## src/board_pkg.sv

```systemverilog
// Board subsystem shared definitions

package board_pkg;

	// Bus and register widths
	localparam int GPIO_W  = 16; // One pad bank or register word
	localparam int ADDR_W  = 2;  // Four registers in the map
	localparam int LEVEL_W = 4;  // Brightness steps per LED channel

	typedef logic [GPIO_W-1:0]  gpio_word_t;
	typedef logic [ADDR_W-1:0]  reg_addr_t;
	typedef logic [LEVEL_W-1:0] led_level_t;

	// One bus request, carried with req_valid
	typedef struct packed {
		logic       write; // High for a write, low for a read
		reg_addr_t  addr;  // Register index
		gpio_word_t wdata; // Write payload, ignored on reads
	} gpio_req_t;

	// Register map
	localparam reg_addr_t REG_OUT = 2'd0; // Pad output levels
	localparam reg_addr_t REG_OE  = 2'd1; // Pad output enables
	localparam reg_addr_t REG_IN  = 2'd2; // Synchronized pad inputs, read only
	localparam reg_addr_t REG_LED = 2'd3; // Packed RGB brightness levels

	// Field positions inside REG_LED, bits 15:12 read as zero
	localparam int LED_G_LSB = 0;
	localparam int LED_R_LSB = 4;
	localparam int LED_B_LSB = 8;

	// Pins that reach a real pad
	// Bit 0 stays inside as the LED line
	localparam gpio_word_t PAD_MASK = 16'hfffe;

	// Reset generator timing
	localparam int RST_SHIFT = 3;   // Synchronizer depth on the request
	localparam int RST_COUNT = 200; // Released cycles before logic starts
	localparam int RST_CNT_W = $clog2(RST_COUNT + 1);

	// Heartbeat half-period in cycles
	// Scaled down for simulation and kept a multiple of 16 so the PWM lines up
	localparam int HEARTBEAT_DIV = 64;
	localparam int HB_CNT_W      = $clog2(HEARTBEAT_DIV);

endpackage

```

## src/fpga_reset.sv

```systemverilog
// Power-up reset generator

`timescale 1ns/1ps

module fpga_reset (
	input  logic clk,
	input  logic rst,    // Reset request from the board
	output logic rst_sys // Stretched reset for the whole design
);
	import board_pkg::*;

	logic [RST_SHIFT-1:0] sync_q; // Request synchronizer, all ones while held
	logic [RST_CNT_W-1:0] cnt_q;  // Cycles seen since the synchronizer drained
	logic                 hold_q; // Keeps reset asserted through the count

	always_ff @(posedge clk) begin
		if (rst) begin
			sync_q <= '1;
			cnt_q  <= '0;
			hold_q <= 1'b1;
		end else begin
			sync_q <= {sync_q[RST_SHIFT-2:0], 1'b0}; // Drain ones out of the top
			// Count only once the released request has crossed the synchronizer
			if (sync_q[RST_SHIFT-1]) begin
				cnt_q <= '0;
			end else if (cnt_q != RST_CNT_W'(RST_COUNT)) begin
				cnt_q <= cnt_q + 1'b1;
			end
			hold_q <= sync_q[RST_SHIFT-1] || (cnt_q != RST_CNT_W'(RST_COUNT));
		end
	end

	// The board request shows up right away, the release comes after the count
	assign rst_sys = rst | hold_q;

endmodule

```

## src/blinky.sv

```systemverilog
// Heartbeat divider

`timescale 1ns/1ps

module blinky (
	input  logic clk,
	input  logic rst,
	output logic blink // Square wave, low out of reset
);
	import board_pkg::*;

	logic [HB_CNT_W-1:0] div_q; // Position inside the current half-period

	always_ff @(posedge clk) begin
		if (rst) begin
			div_q <= '0;
			blink <= 1'b0;
		end else if (div_q == HB_CNT_W'(HEARTBEAT_DIV - 1)) begin
			div_q <= '0;     // Wrap at the end of the half-period
			blink <= ~blink; // and flip the output
		end else begin
			div_q <= div_q + 1'b1;
		end
	end

	// With a half-period of HEARTBEAT_DIV cycles the first rising edge
	// lands HEARTBEAT_DIV cycles after reset releases
	// Runs on its own with no bus access, so it shows the clock is alive

endmodule

```

## src/gpio_regs.sv

```systemverilog
// GPIO register block on the request/response bus

`timescale 1ns/1ps

module gpio_regs (
	input  logic                  clk,
	input  logic                  rst,
	input  board_pkg::gpio_req_t  req,
	input  logic                  req_valid,
	output logic                  req_ready,
	output logic                  rsp_valid,
	output board_pkg::gpio_word_t rsp_data,
	input  logic                  rsp_ready,
	input  board_pkg::gpio_word_t pad_in,
	output board_pkg::gpio_word_t out_word,
	output board_pkg::gpio_word_t oe_word,
	output board_pkg::led_level_t level_g,
	output board_pkg::led_level_t level_r,
	output board_pkg::led_level_t level_b
);
	import board_pkg::*;

	gpio_word_t in_meta_q; // First synchronizer stage, may go metastable
	gpio_word_t in_sync_q; // Settled copy of the pad inputs

	gpio_word_t out_nxt;
	gpio_word_t oe_nxt;
	led_level_t g_nxt;
	led_level_t r_nxt;
	led_level_t b_nxt;
	gpio_word_t rd_word; // Register value after the current operation
	logic       accept;

	// Only one transfer is in flight, so a pending response blocks new requests
	assign req_ready = !rsp_valid && !rst;
	assign accept    = req_valid && req_ready;

	always_comb begin
		out_nxt = out_word;
		oe_nxt  = oe_word;
		g_nxt   = level_g;
		r_nxt   = level_r;
		b_nxt   = level_b;
		if (accept && req.write) begin
			unique case (req.addr)
				REG_OUT: out_nxt = req.wdata;
				REG_OE:  oe_nxt  = req.wdata;
				REG_IN:  ; // Read only, the write is dropped
				REG_LED: begin
					g_nxt = req.wdata[LED_G_LSB +: LEVEL_W];
					r_nxt = req.wdata[LED_R_LSB +: LEVEL_W];
					b_nxt = req.wdata[LED_B_LSB +: LEVEL_W];
				end
			endcase
		end

		// Reads and writes both answer with the post-operation value
		rd_word = '0; // Unused LED bits stay zero
		unique case (req.addr)
			REG_OUT: rd_word = out_nxt;
			REG_OE:  rd_word = oe_nxt;
			REG_IN:  rd_word = in_sync_q;
			REG_LED: begin
				rd_word[LED_G_LSB +: LEVEL_W] = g_nxt;
				rd_word[LED_R_LSB +: LEVEL_W] = r_nxt;
				rd_word[LED_B_LSB +: LEVEL_W] = b_nxt;
			end
		endcase
	end

	always_ff @(posedge clk) begin
		if (rst) begin
			out_word  <= '0;
			oe_word   <= '0;
			level_g   <= '0;
			level_r   <= '0;
			level_b   <= '0;
			in_meta_q <= '0;
			in_sync_q <= '0;
			rsp_valid <= 1'b0;
		end else begin
			out_word  <= out_nxt; // Writes land on the pins with the response
			oe_word   <= oe_nxt;
			level_g   <= g_nxt;
			level_r   <= r_nxt;
			level_b   <= b_nxt;
			in_meta_q <= pad_in;
			in_sync_q <= in_meta_q;
			if (accept) begin
				rsp_valid <= 1'b1;
			end else if (rsp_ready) begin
				rsp_valid <= 1'b0; // Response taken by the master
			end
		end
	end

	// Holding register, only loaded when a request is taken
	always_ff @(posedge clk) begin
		if (accept) begin
			rsp_data <= rd_word;
		end
	end

endmodule

```

## src/led_pwm.sv

```systemverilog
// RGB LED brightness PWM

`timescale 1ns/1ps

module led_pwm (
	input  logic                  clk,
	input  logic                  rst,
	input  logic                  gpio_led,  // Green source from the GPIO block
	input  logic                  heartbeat, // Red source from the divider
	input  board_pkg::led_level_t level_g,
	input  board_pkg::led_level_t level_r,
	input  board_pkg::led_level_t level_b,
	output logic                  led_g,
	output logic                  led_r,
	output logic                  led_b
);
	import board_pkg::*;

	led_level_t pwm_q; // Shared free-running phase, one period is 16 cycles
	logic       on_g;
	logic       on_r;
	logic       on_b;

	always_ff @(posedge clk) begin
		if (rst) begin
			pwm_q <= '0;
		end else begin
			pwm_q <= pwm_q + 1'b1; // Wraps on its own at 16
		end
	end

	// A channel is lit for level cycles out of every 16
	// Level zero keeps it dark, there is no full-on step
	assign on_g = pwm_q < level_g;
	assign on_r = pwm_q < level_r;
	assign on_b = pwm_q < level_b;

	// Registered so the pins see no compare glitches
	always_ff @(posedge clk) begin
		if (rst) begin
			led_g <= 1'b0;
			led_r <= 1'b0;
			led_b <= 1'b0;
		end else begin
			led_g <= gpio_led & on_g;
			led_r <= heartbeat & on_r; // Heartbeat dimmed by the red level
			led_b <= on_b;             // Blue has no source of its own
		end
	end

	// The heartbeat half-period is a whole number of PWM periods,
	// so red brightness does not drift with the phase between the two

endmodule

```

## src/board_top.sv

```systemverilog
// Board subsystem top level

`timescale 1ns/1ps

module board_top (
	input  logic                  clk,
	input  logic                  rst,
	input  board_pkg::gpio_req_t  req,
	input  logic                  req_valid,
	output logic                  req_ready,
	output logic                  rsp_valid,
	output board_pkg::gpio_word_t rsp_data,
	input  logic                  rsp_ready,
	input  board_pkg::gpio_word_t pad_in,
	output board_pkg::gpio_word_t pad_out,
	output board_pkg::gpio_word_t pad_oe,
	output logic                  led_r,
	output logic                  led_g,
	output logic                  led_b,
	output logic                  led_mirror // Raw LED line brought out for probing
);
	import board_pkg::*;

	logic       rst_sys;   // Stretched reset for everything below
	logic       heartbeat;
	logic       gpio_led;
	gpio_word_t out_word;
	gpio_word_t oe_word;
	led_level_t level_g;
	led_level_t level_r;
	led_level_t level_b;

	fpga_reset i_reset (
		.clk     (clk),
		.rst     (rst),
		.rst_sys (rst_sys)
	);

	gpio_regs i_gpio (
		.clk       (clk),
		.rst       (rst_sys),
		.req       (req),
		.req_valid (req_valid),
		.req_ready (req_ready),
		.rsp_valid (rsp_valid),
		.rsp_data  (rsp_data),
		.rsp_ready (rsp_ready),
		.pad_in    (pad_in),
		.out_word  (out_word),
		.oe_word   (oe_word),
		.level_g   (level_g),
		.level_r   (level_r),
		.level_b   (level_b)
	);

	blinky i_blinky (
		.clk   (clk),
		.rst   (rst_sys),
		.blink (heartbeat)
	);

	led_pwm i_led (
		.clk       (clk),
		.rst       (rst_sys),
		.gpio_led  (gpio_led),
		.heartbeat (heartbeat),
		.level_g   (level_g),
		.level_r   (level_r),
		.level_b   (level_b),
		.led_g     (led_g),
		.led_r     (led_r),
		.led_b     (led_b)
	);

	assign gpio_led   = out_word[0]; // Pin 0 never reaches a pad
	assign led_mirror = gpio_led;
	assign pad_out    = out_word & PAD_MASK;
	assign pad_oe     = oe_word & PAD_MASK; // Internal pins never drive

endmodule

```

## config.mk

```make
export PLATFORM = sky130hd
export DESIGN_NAME = board_top
export DESIGN_NICKNAME = d
export VERILOG_FILES = /design/src/board_pkg.sv /design/src/fpga_reset.sv /design/src/blinky.sv /design/src/gpio_regs.sv /design/src/led_pwm.sv /design/src/board_top.sv
export SDC_FILE = /design/constraint.sdc
export NUM_CORES = 1
export LEC_CHECK = 0
export BUFFER_PORTS_ARGS = -buffer_cell sky130_fd_sc_hd__buf_2
export CAP_MARGIN = 20
export CORE_ASPECT_RATIO = 1.25
export CORE_UTILIZATION = 50
export DETAILED_ROUTE_END_ITERATION = 8
export PLACE_DENSITY_LB_ADDON = 0.1
export RECOVER_POWER = 25
export SLEW_MARGIN = 15
export SYNTH_ARGS = -nofsm -noshare
export SYNTH_HDL_FRONTEND = slang
export SYNTH_HIERARCHICAL = 1
export SYNTH_SLANG_ARGS = --single-unit
```

## constraint.sdc

```tcl
create_clock -name clk -period 2.09 [get_ports clk]
set_input_delay 0.1045 -clock clk [delete_from_list [all_inputs] [get_ports clk]]
set_output_delay 0.1045 -clock clk [all_outputs]
set_load 0.02 [all_outputs]
```

After elaboration in Yosys (flattened, before gate mapping)

Index checks and enable logic that the tools add are counted.

Register bits: 119

Add/sub/neg operators: 3
$lt $le $gt $ge: 3
Equal/unequal tests: 5
Mux-type cells: 15
Bitwise gates (word level): 4
Reduce and logical (&&, ||, !) cells: 10

Operators by type and width:

| kind                                                 | count |
|---|---|
| two-way mux 16 bit                                   | 4 |
| case mux 12 bit (4 select lines)                     | 1 |
| two-way mux 4 bit                                    | 6 |
| < comparator 4 bit                                   | 3 |
| case mux 4 bit (3 select lines)                      | 1 |
| adder 8 x 1 -> 8 bit (second input constant)         | 1 |
| != test 8 bit (second input constant)                | 1 |
| adder 6 x 1 -> 6 bit (second input constant)         | 1 |
| equality test 6 bit (second input constant)          | 1 |
| adder 4 x 1 -> 4 bit (second input constant)         | 1 |
| equality test 2 bit (second input constant)          | 2 |
| OR reduction 2 bit                                   | 2 |
| logical AND 1 bit                                    | 3 |
| two-way mux 1 bit                                    | 3 |
| AND 1 bit                                            | 2 |
| equality test 2 x 1 -> 1 bit (second input constant) | 1 |
| logical NOT 1 bit                                    | 2 |
| logical NOT 2 bit                                    | 1 |
| nonzero test 2 bit                                   | 1 |
| logical OR 1 bit                                     | 1 |
| inverter 1 bit                                       | 1 |
| OR 1 bit                                             | 1 |

Logic depth before layout (Yosys ltp)

Word-level depth: 7
Depth in mapped cells: 7

By module

The synthesis kept the hierarchy.

Modules (own cells, without submodules):

| module     | times used | cells an instance | area each (µm²) | sequential area each (µm²) |
|---|---|---|---|---|
| gpio_regs  | 1          | 390               | 3,982.6         | 2,021.9 |
| fpga_reset | 1          | 51                | 495.5           | 240.2 |
| led_pwm    | 1          | 47                | 432.9           | 140.1 |
| blinky     | 1          | 28                | 281.5           | 140.1 |
| board_top  | 1          | 3                 | 18.8            | 0.0 |

Least setup slack after synthesis

Ideal clock, no wire load.

Path type: register to register
Start point: register i_reset.hold_q
End point: register i_gpio.rsp_data[0] (enable)
Setup time: 0.374 ns
Arrival time: 1.748 ns
Path slack: -0.032 ns
Stages on the path, launching flop included: 6
Buffers on the path: 2
Clock period less this slack: 2.122 ns
Cell sequence: dfxtp_1 or2_2 buf_6 buf_4 nor2_1 and2_1

Longest elaborated chain between the ends: 4

Ends and longest elaborated chain:

| element                  | RTL line         | RTL |
|---|---|---|
| start: declaration       | fpga_reset.sv:14 | `logic hold_q;` |
| start signal: assignment | fpga_reset.sv:29 | `hold_q <= sync_q[RST_SHIFT-1] \|\| (cnt_q != RST_CNT_W'(RST_COUNT));` |
| OR 1 bit                 | fpga_reset.sv:34 | `assign rst_sys = rst \| hold_q;` |
| net rst_sys              | board_top.sv:24  | `logic rst_sys;` |
| logical NOT 1 bit        | gpio_regs.sv:35  | `assign req_ready = !rsp_valid && !rst;` |
| logical AND 1 bit        | gpio_regs.sv:35  |  |
| net req_ready            | board_top.sv:10  | `output logic req_ready,` |
| logical AND 1 bit        | gpio_regs.sv:36  | `assign accept = req_valid && req_ready;` |
| net i_gpio.accept        | gpio_regs.sv:32  | `logic accept;` |
| end signal: assignment   | gpio_regs.sv:100 | `rsp_data <= rd_word;` |
| end: declaration         | gpio_regs.sv:12  | `output board_pkg::gpio_word_t rsp_data,` |

The timed path passes the listed nets, and every way through them passes these cells.
A chain may end at the register's enable or synchronous reset.

Worst setup path in the final report

Start point: input port rst
End point: register i_gpio.rsp_data[8], data pin

Longest elaborated chain between the ends: 7
Elaborated cells on any way between the ends: 9
Classes of those cells: 4 x mux; 1 x bitwise; 4 x reduce/logical

Ends and longest elaborated chain:

| element                                                 | RTL line         | RTL |
|---|---|---|
| start: declaration                                      | board_top.sv:7   | `input logic rst,` |
| OR 1 bit (*)                                            | fpga_reset.sv:34 |  |
| net rst_sys                                             | board_top.sv:24  |  |
| logical NOT 1 bit (*)                                   | gpio_regs.sv:35  |  |
| logical AND 1 bit (*)                                   | gpio_regs.sv:35  |  |
| logical AND 1 bit (*)                                   | gpio_regs.sv:36  |  |
| logical AND 1 bit (*)                                   | gpio_regs.sv:44  | `if (accept && req.write) begin` |
| two-way mux 4 bit or two-way mux 16 bit (tied branches) | gpio_regs.sv:44  |  |
| case mux 12 bit (4 select lines) (*)                    | gpio_regs.sv:59  | `unique case (req.addr)` |
| net i_gpio.rd_word[8]                                   | gpio_regs.sv:31  | `gpio_word_t rd_word;` |

The timed path passes the listed nets; every way through them passes the cells marked *.

==> impl_results.html <==
<table>
<tr><th>Metric</th><th>Value</th></tr>
<tr><th colspan="2">Final layout</th></tr>
<tr><td>Fillcell total</td><td>844</td></tr>
<tr><td>Final core utilization</td><td>0.647</td></tr>
<tr><td>Layout cells sized above 1</td><td>0.198</td></tr>
<tr><td>Antenna cells</td><td>0</td></tr>
<tr><td>Post-route design area</td><td>6540 um^2</td></tr>
<tr><td>Final Net Count</td><td>680</td></tr>
<tr><td>Area grow syn2layout</td><td>25.5%</td></tr>
<tr><th colspan="2">Timing</th></tr>
<tr><td>Final max-slew violation count</td><td>0</td></tr>
<tr><td>Final count of negative-setup-slack endpoints</td><td>0</td></tr>
<tr><td>Max_slew headroom</td><td>0.561</td></tr>
<tr><td>Setup Total Neg Slack</td><td>0 ns</td></tr>
<tr><td>Hold violation count in the final report</td><td>0</td></tr>
<tr><td>Max Clk Rate</td><td>0.502 GHz</td></tr>
<tr><td>Period Utilization, post-route</td><td>0.954</td></tr>
<tr><td>Clk_skew</td><td>0.00689 ns</td></tr>
<tr><td>Post-route worst setup slack</td><td>0.0962 ns</td></tr>
<tr><td>Transition time at the pin with the least slew margin</td><td>0.659 ns</td></tr>
<tr><td>Min Clock Period, post-route</td><td>1.99 ns</td></tr>
<tr><td>Setup repair after global routing missed its margin</td><td>false</td></tr>
<tr><th colspan="2">Critical path</th></tr>
<tr><td>Category of the most critical setup path</td><td>input pin to flop</td></tr>
<tr><td>Stage delay of the slowest cell on the critical path</td><td>0.54 ns</td></tr>
<tr><td>Top delay family on crit path</td><td>buffers and inverters</td></tr>
<tr><td>Critical path required time</td><td>2.30 ns</td></tr>
<tr><td>Category of the worst setup path capture point</td><td>flop</td></tr>
<tr><td>Series of cell instances along the critical path</td><td>dlygate4sd3_1 -&gt; buf_2 -&gt; or2_2 -&gt; and4bb_2 -&gt; buf_4 -&gt; nor3_1 -&gt; o32ai_1</td></tr>
<tr><td>Top fanout value on the critical path</td><td>29</td></tr>
<tr><td>Critical path's slowest cell</td><td>sky130_fd_sc_hd__dlygate4sd3_1</td></tr>
<tr><td>CP arrival</td><td>2.21 ns</td></tr>
<tr><td>Startpoint kind of the worst setup timing path</td><td>input pin</td></tr>
<tr><td>Buffers plus inverters on the worst setup path</td><td>3</td></tr>
<tr><th colspan="2">Logic synthesis</th></tr>
<tr><td>Yosys warnings</td><td>6</td></tr>
<tr><td>Synth async-reset ratio</td><td>0</td></tr>
<tr><td>Synth area leaders</td><td>sky130_fd_sc_hd__dfxtp_1 (40%), sky130_fd_sc_hd__edfxtp_1 (9.2%), sky130_fd_sc_hd__nor2b_1 (6.1%), sky130_fd_sc_hd__o21ai_0 (3.3%), sky130_fd_sc_hd__mux2_2 (3.2%)</td></tr>
<tr><td>Mean post-synth cell area</td><td>10.0 um^2</td></tr>
<tr><td>Flop and latch count out of synthesis</td><td>119</td></tr>
<tr><td>Synth cell count leaders</td><td>sky130_fd_sc_hd__dfxtp_1 (103), sky130_fd_sc_hd__nor2b_1 (51), sky130_fd_sc_hd__o21ai_0 (34)</td></tr>
<tr><td>Leading cell type by number of instances after synthesis</td><td>sky130_fd_sc_hd__dfxtp_1</td></tr>
<tr><td>Number of synthesized flops with an enable pin</td><td>16</td></tr>
<tr><td>Seq/Total Area, Yosys</td><td>0.488</td></tr>
<tr><td>Predominant post-synthesis flop cell</td><td>sky130_fd_sc_hd__dfxtp_1</td></tr>
<tr><td>Post-Syn Instances</td><td>519</td></tr>
<tr><td>Cell Area, Synth</td><td>5210 um^2</td></tr>
<tr><td>Area share of the largest cell type after synthesis</td><td>0.396</td></tr>
<tr><td>Distinct cells, synth</td><td>45</td></tr>
<tr><td>Biggest area consumer among synthesized cells</td><td>sky130_fd_sc_hd__dfxtp_1</td></tr>
<tr><th colspan="2">Drt</th></tr>
<tr><td>Number of search-and-repair iterations in the first detailed-routing pass</td><td>5</td></tr>
<tr><td>Count of routing violations after the opening detailed-route iteration</td><td>267</td></tr>
<tr><td>Total via count in the routed design</td><td>4315</td></tr>
<tr><td>Count of nets left with antenna violations after detail routing</td><td>0</td></tr>
<tr><td>Residual DRC</td><td>0</td></tr>
<tr><td>Mean number of vias per cell</td><td>5.60</td></tr>
<tr><td>Final wirelength</td><td>12700 um</td></tr>
<tr><td>Drt wl/cell</td><td>16.5 um</td></tr>
<tr><th colspan="2">Power and ir drop</th></tr>
<tr><td>LEAKAGE</td><td>2.54 nW</td></tr>
<tr><td>Cell Pwr Density</td><td>811 nW/um^2</td></tr>
<tr><td>Design Power</td><td>5.30 mW</td></tr>
<tr><td>Maximum ir drop on the vdd rail</td><td>0.000648 V</td></tr>
<tr><th colspan="2">Floorplan</th></tr>
<tr><td>Horiz. Die Dim</td><td>93.3 um</td></tr>
<tr><td>Boundary Pins</td><td>93</td></tr>
<tr><td>Die Y</td><td>116 um</td></tr>
<tr><td>Standard-cell rows</td><td>41</td></tr>
<tr><td>Initial Utilization</td><td>0.516</td></tr>
<tr><td>Die area</td><td>10800 um^2</td></tr>
<tr><td>Core footprint</td><td>10100 um^2</td></tr>
<tr><th colspan="2">Global routing</th></tr>
<tr><td>Global Route Usage Sum</td><td>0.247</td></tr>
<tr><td>Initial antenna violation count</td><td>0</td></tr>
<tr><td>GRT overflow</td><td>0</td></tr>
<tr><td>Maximum number of pins on one net before global-route repair</td><td>61</td></tr>
<tr><td>Number of global-route vias before repair</td><td>4100</td></tr>
<tr><td>Global-route wire length before repair</td><td>20300 um</td></tr>
<tr><th colspan="2">Clock network</th></tr>
<tr><td>Worst-Skew Late Latency</td><td>0.41 ns</td></tr>
<tr><td>Deepest clock path buffer count</td><td>2</td></tr>
<tr><td>Cell chosen for the clock root</td><td>sky130_fd_sc_hd__clkbuf_16</td></tr>
<tr><td>Total clock sinks</td><td>119</td></tr>
<tr><td>TritonCTS clock tree</td><td>yes</td></tr>
<tr><td>Number of buffers inserted to repair setup after CTS</td><td>0</td></tr>
<tr><td>Clk slew on worst S/H paths</td><td>0.05 ns</td></tr>
<tr><td>H-tree depth reported by CTS</td><td>4</td></tr>
<tr><td>Number of buffers inserted during clock tree synthesis</td><td>17</td></tr>
<tr><th colspan="2">Placement</th></tr>
<tr><td>Count of input and output buffers</td><td>90</td></tr>
<tr><td>Placement-stage cell area</td><td>5710 um^2</td></tr>
<tr><td>Gpl congestion</td><td>0.822</td></tr>
<tr><td>Half-perimeter wire length of the detailed placement result</td><td>8120 um</td></tr>
<tr><td>Pre-CTS WS</td><td>0.252 ns</td></tr>
<tr><th colspan="2">Job</th></tr>
<tr><td>Count of max-cap constraint violations</td><td>0</td></tr>
<tr><th colspan="2">Worst hold path</th></tr>
<tr><td>Class of the tightest hold or removal check</td><td>input pin to flop</td></tr>
<tr><th colspan="2">Status</th></tr>
<tr><td>Outcome</td><td>completed</td></tr>
</table>
-- repair_timing --
| item | 4_1_cts | 5_1_grt |
|---|---|---|
| endpoints found under the hold margin | 41 | 0 |
| endpoints found under the setup margin | 0 | 2 |
| hold buffers | 32 | 0 |
| resized for setup | 0 | 2 |
-- layout make-up --
type,instances,area (um^2),share of cell area
Sequential cell,119,2540,0.389
Multi-Input combinational cell,343,2400,0.367
Timing Repair Buffer,134,822,0.126
Clock buffer,18,429,0.0656
Tap cell,129,161,0.0247
Clock inverter,14,134,0.0205
Inverter,13,48.8,0.00746
-- power by group --
group / total (mW) / switching [mW] / leakage [nW] / internal, mW
registers: 2.32 / 0.00158 / 0.972 / 2.32
logic: 0.217 / 0.113 / 1.30 / 0.104
clock network: 2.77 / 1.03 / 0.271 / 1.74
total: 5.30 / 1.14 / 2.54 / 4.16
-- final timing paths --
kind,start,end,slack [ns],cells past startpoint
hold / removal,req[2],i_gpio/out_word[2],0.02,3
setup / recovery,rst,i_gpio/rsp_data[8],0.1,7
hold reg to reg,i_reset/sync_q[1],i_reset/sync_q[2],0.43,1
setup reg to reg,i_reset/hold_q,i_gpio/rsp_data[8],0.22,5
-- cells in the final DEF (no fill, tap or decap), types with 3 or more instances in the layout --
cell type	synthesis	routed
sky130_fd_sc_hd__nand4b_1	16	16
sky130_fd_sc_hd__o32ai_1	12	12
sky130_fd_sc_hd__o311ai_0	16	14
sky130_fd_sc_hd__nor3_1	30	30
sky130_fd_sc_hd__dfxtp_1	103	103
sky130_fd_sc_hd__edfxtp_1	16	16
sky130_fd_sc_hd__clkbuf_16	0	17
sky130_fd_sc_hd__a21oi_1	19	19
sky130_fd_sc_hd__nor2b_1	51	51
sky130_fd_sc_hd__clkinvlp_4	0	3
sky130_fd_sc_hd__ha_1	13	13
sky130_fd_sc_hd__dlygate4sd3_1	0	32
sky130_fd_sc_hd__inv_1	13	13
sky130_fd_sc_hd__a211oi_1	7	7
sky130_fd_sc_hd__nand2_1	24	24
sky130_fd_sc_hd__mux2_2	15	15
sky130_fd_sc_hd__nand3_1	20	20
sky130_fd_sc_hd__xnor2_1	3	3
sky130_fd_sc_hd__nand2b_1	3	3
sky130_fd_sc_hd__mux2_4	10	10
sky130_fd_sc_hd__buf_4	6	11
sky130_fd_sc_hd__clkbuf_1	25	42
sky130_fd_sc_hd__or2_2	4	4
sky130_fd_sc_hd__mux2i_1	13	13
sky130_fd_sc_hd__nor2_1	18	18
sky130_fd_sc_hd__o31ai_1	4	4
sky130_fd_sc_hd__xor2_1	5	5
sky130_fd_sc_hd__or3_1	3	3
sky130_fd_sc_hd__o21ai_0	34	34
sky130_fd_sc_hd__nand3_2	3	3
sky130_fd_sc_hd__buf_2	11	49
sky130_fd_sc_hd__clkinv_2	0	4
-- cells by family after synthesis --
group	share of synthesized area
AND/OR/NAND/NOR	0.200
flip-flops	0.488
AO/OA/AOI/OAI	0.127
buffers and inverters	0.0531
multiplexers	0.0862
adder cells (fa/ha/maj)	0.0312
XOR/XNOR	0.0134
other	0.000720
-- worst register-to-register path: cells and delay by family, from the launching register on --
family                 cells  cell delay, ns
AO/OA/AOI/OAI              1            0.31
buffers and inverters      1            0.33
flip-flops                 1            0.29
AND/OR/NAND/NOR            3            0.76
-- metrics by stage --
stage	std cells	hold WS (ns)
final	770	0.0176
after global routing	770	0.0294
after CTS	770	0.00240
after detailed placement	706	0.265
after global placement	706	0.258
after floorplan	520	0.132
-- flip-flops by register name, indices dropped and copies added (netlist names) --
signal            flops
i_reset/sync_q        3
i_led/led_b           1
i_led/led_g           1
i_gpio/oe_word       16
i_blinky/div_q        6
i_gpio/level_b        4
i_gpio/in_meta_q     16
i_gpio/level_r        4
i_reset/cnt_q         8
i_led/led_r           1
i_gpio/rsp_data      16
i_reset/hold_q        1
i_gpio/level_g        4
i_gpio/in_sync_q     16
i_led/pwm_q           4
i_gpio/rsp_valid      1
i_blinky/blink        1
i_gpio/out_word      16
-- per-layer routing --
metal	up-vias	GRT usage	share of wire
li1	2081	-	-
met1	2099	0.314	0.45
met2	115	0.400	0.49
met3	20	0.0645	0.042
met4	0	0.102	0.016
met5	-	0	0
No activity file was read; power rests on OpenSTA's default activity.
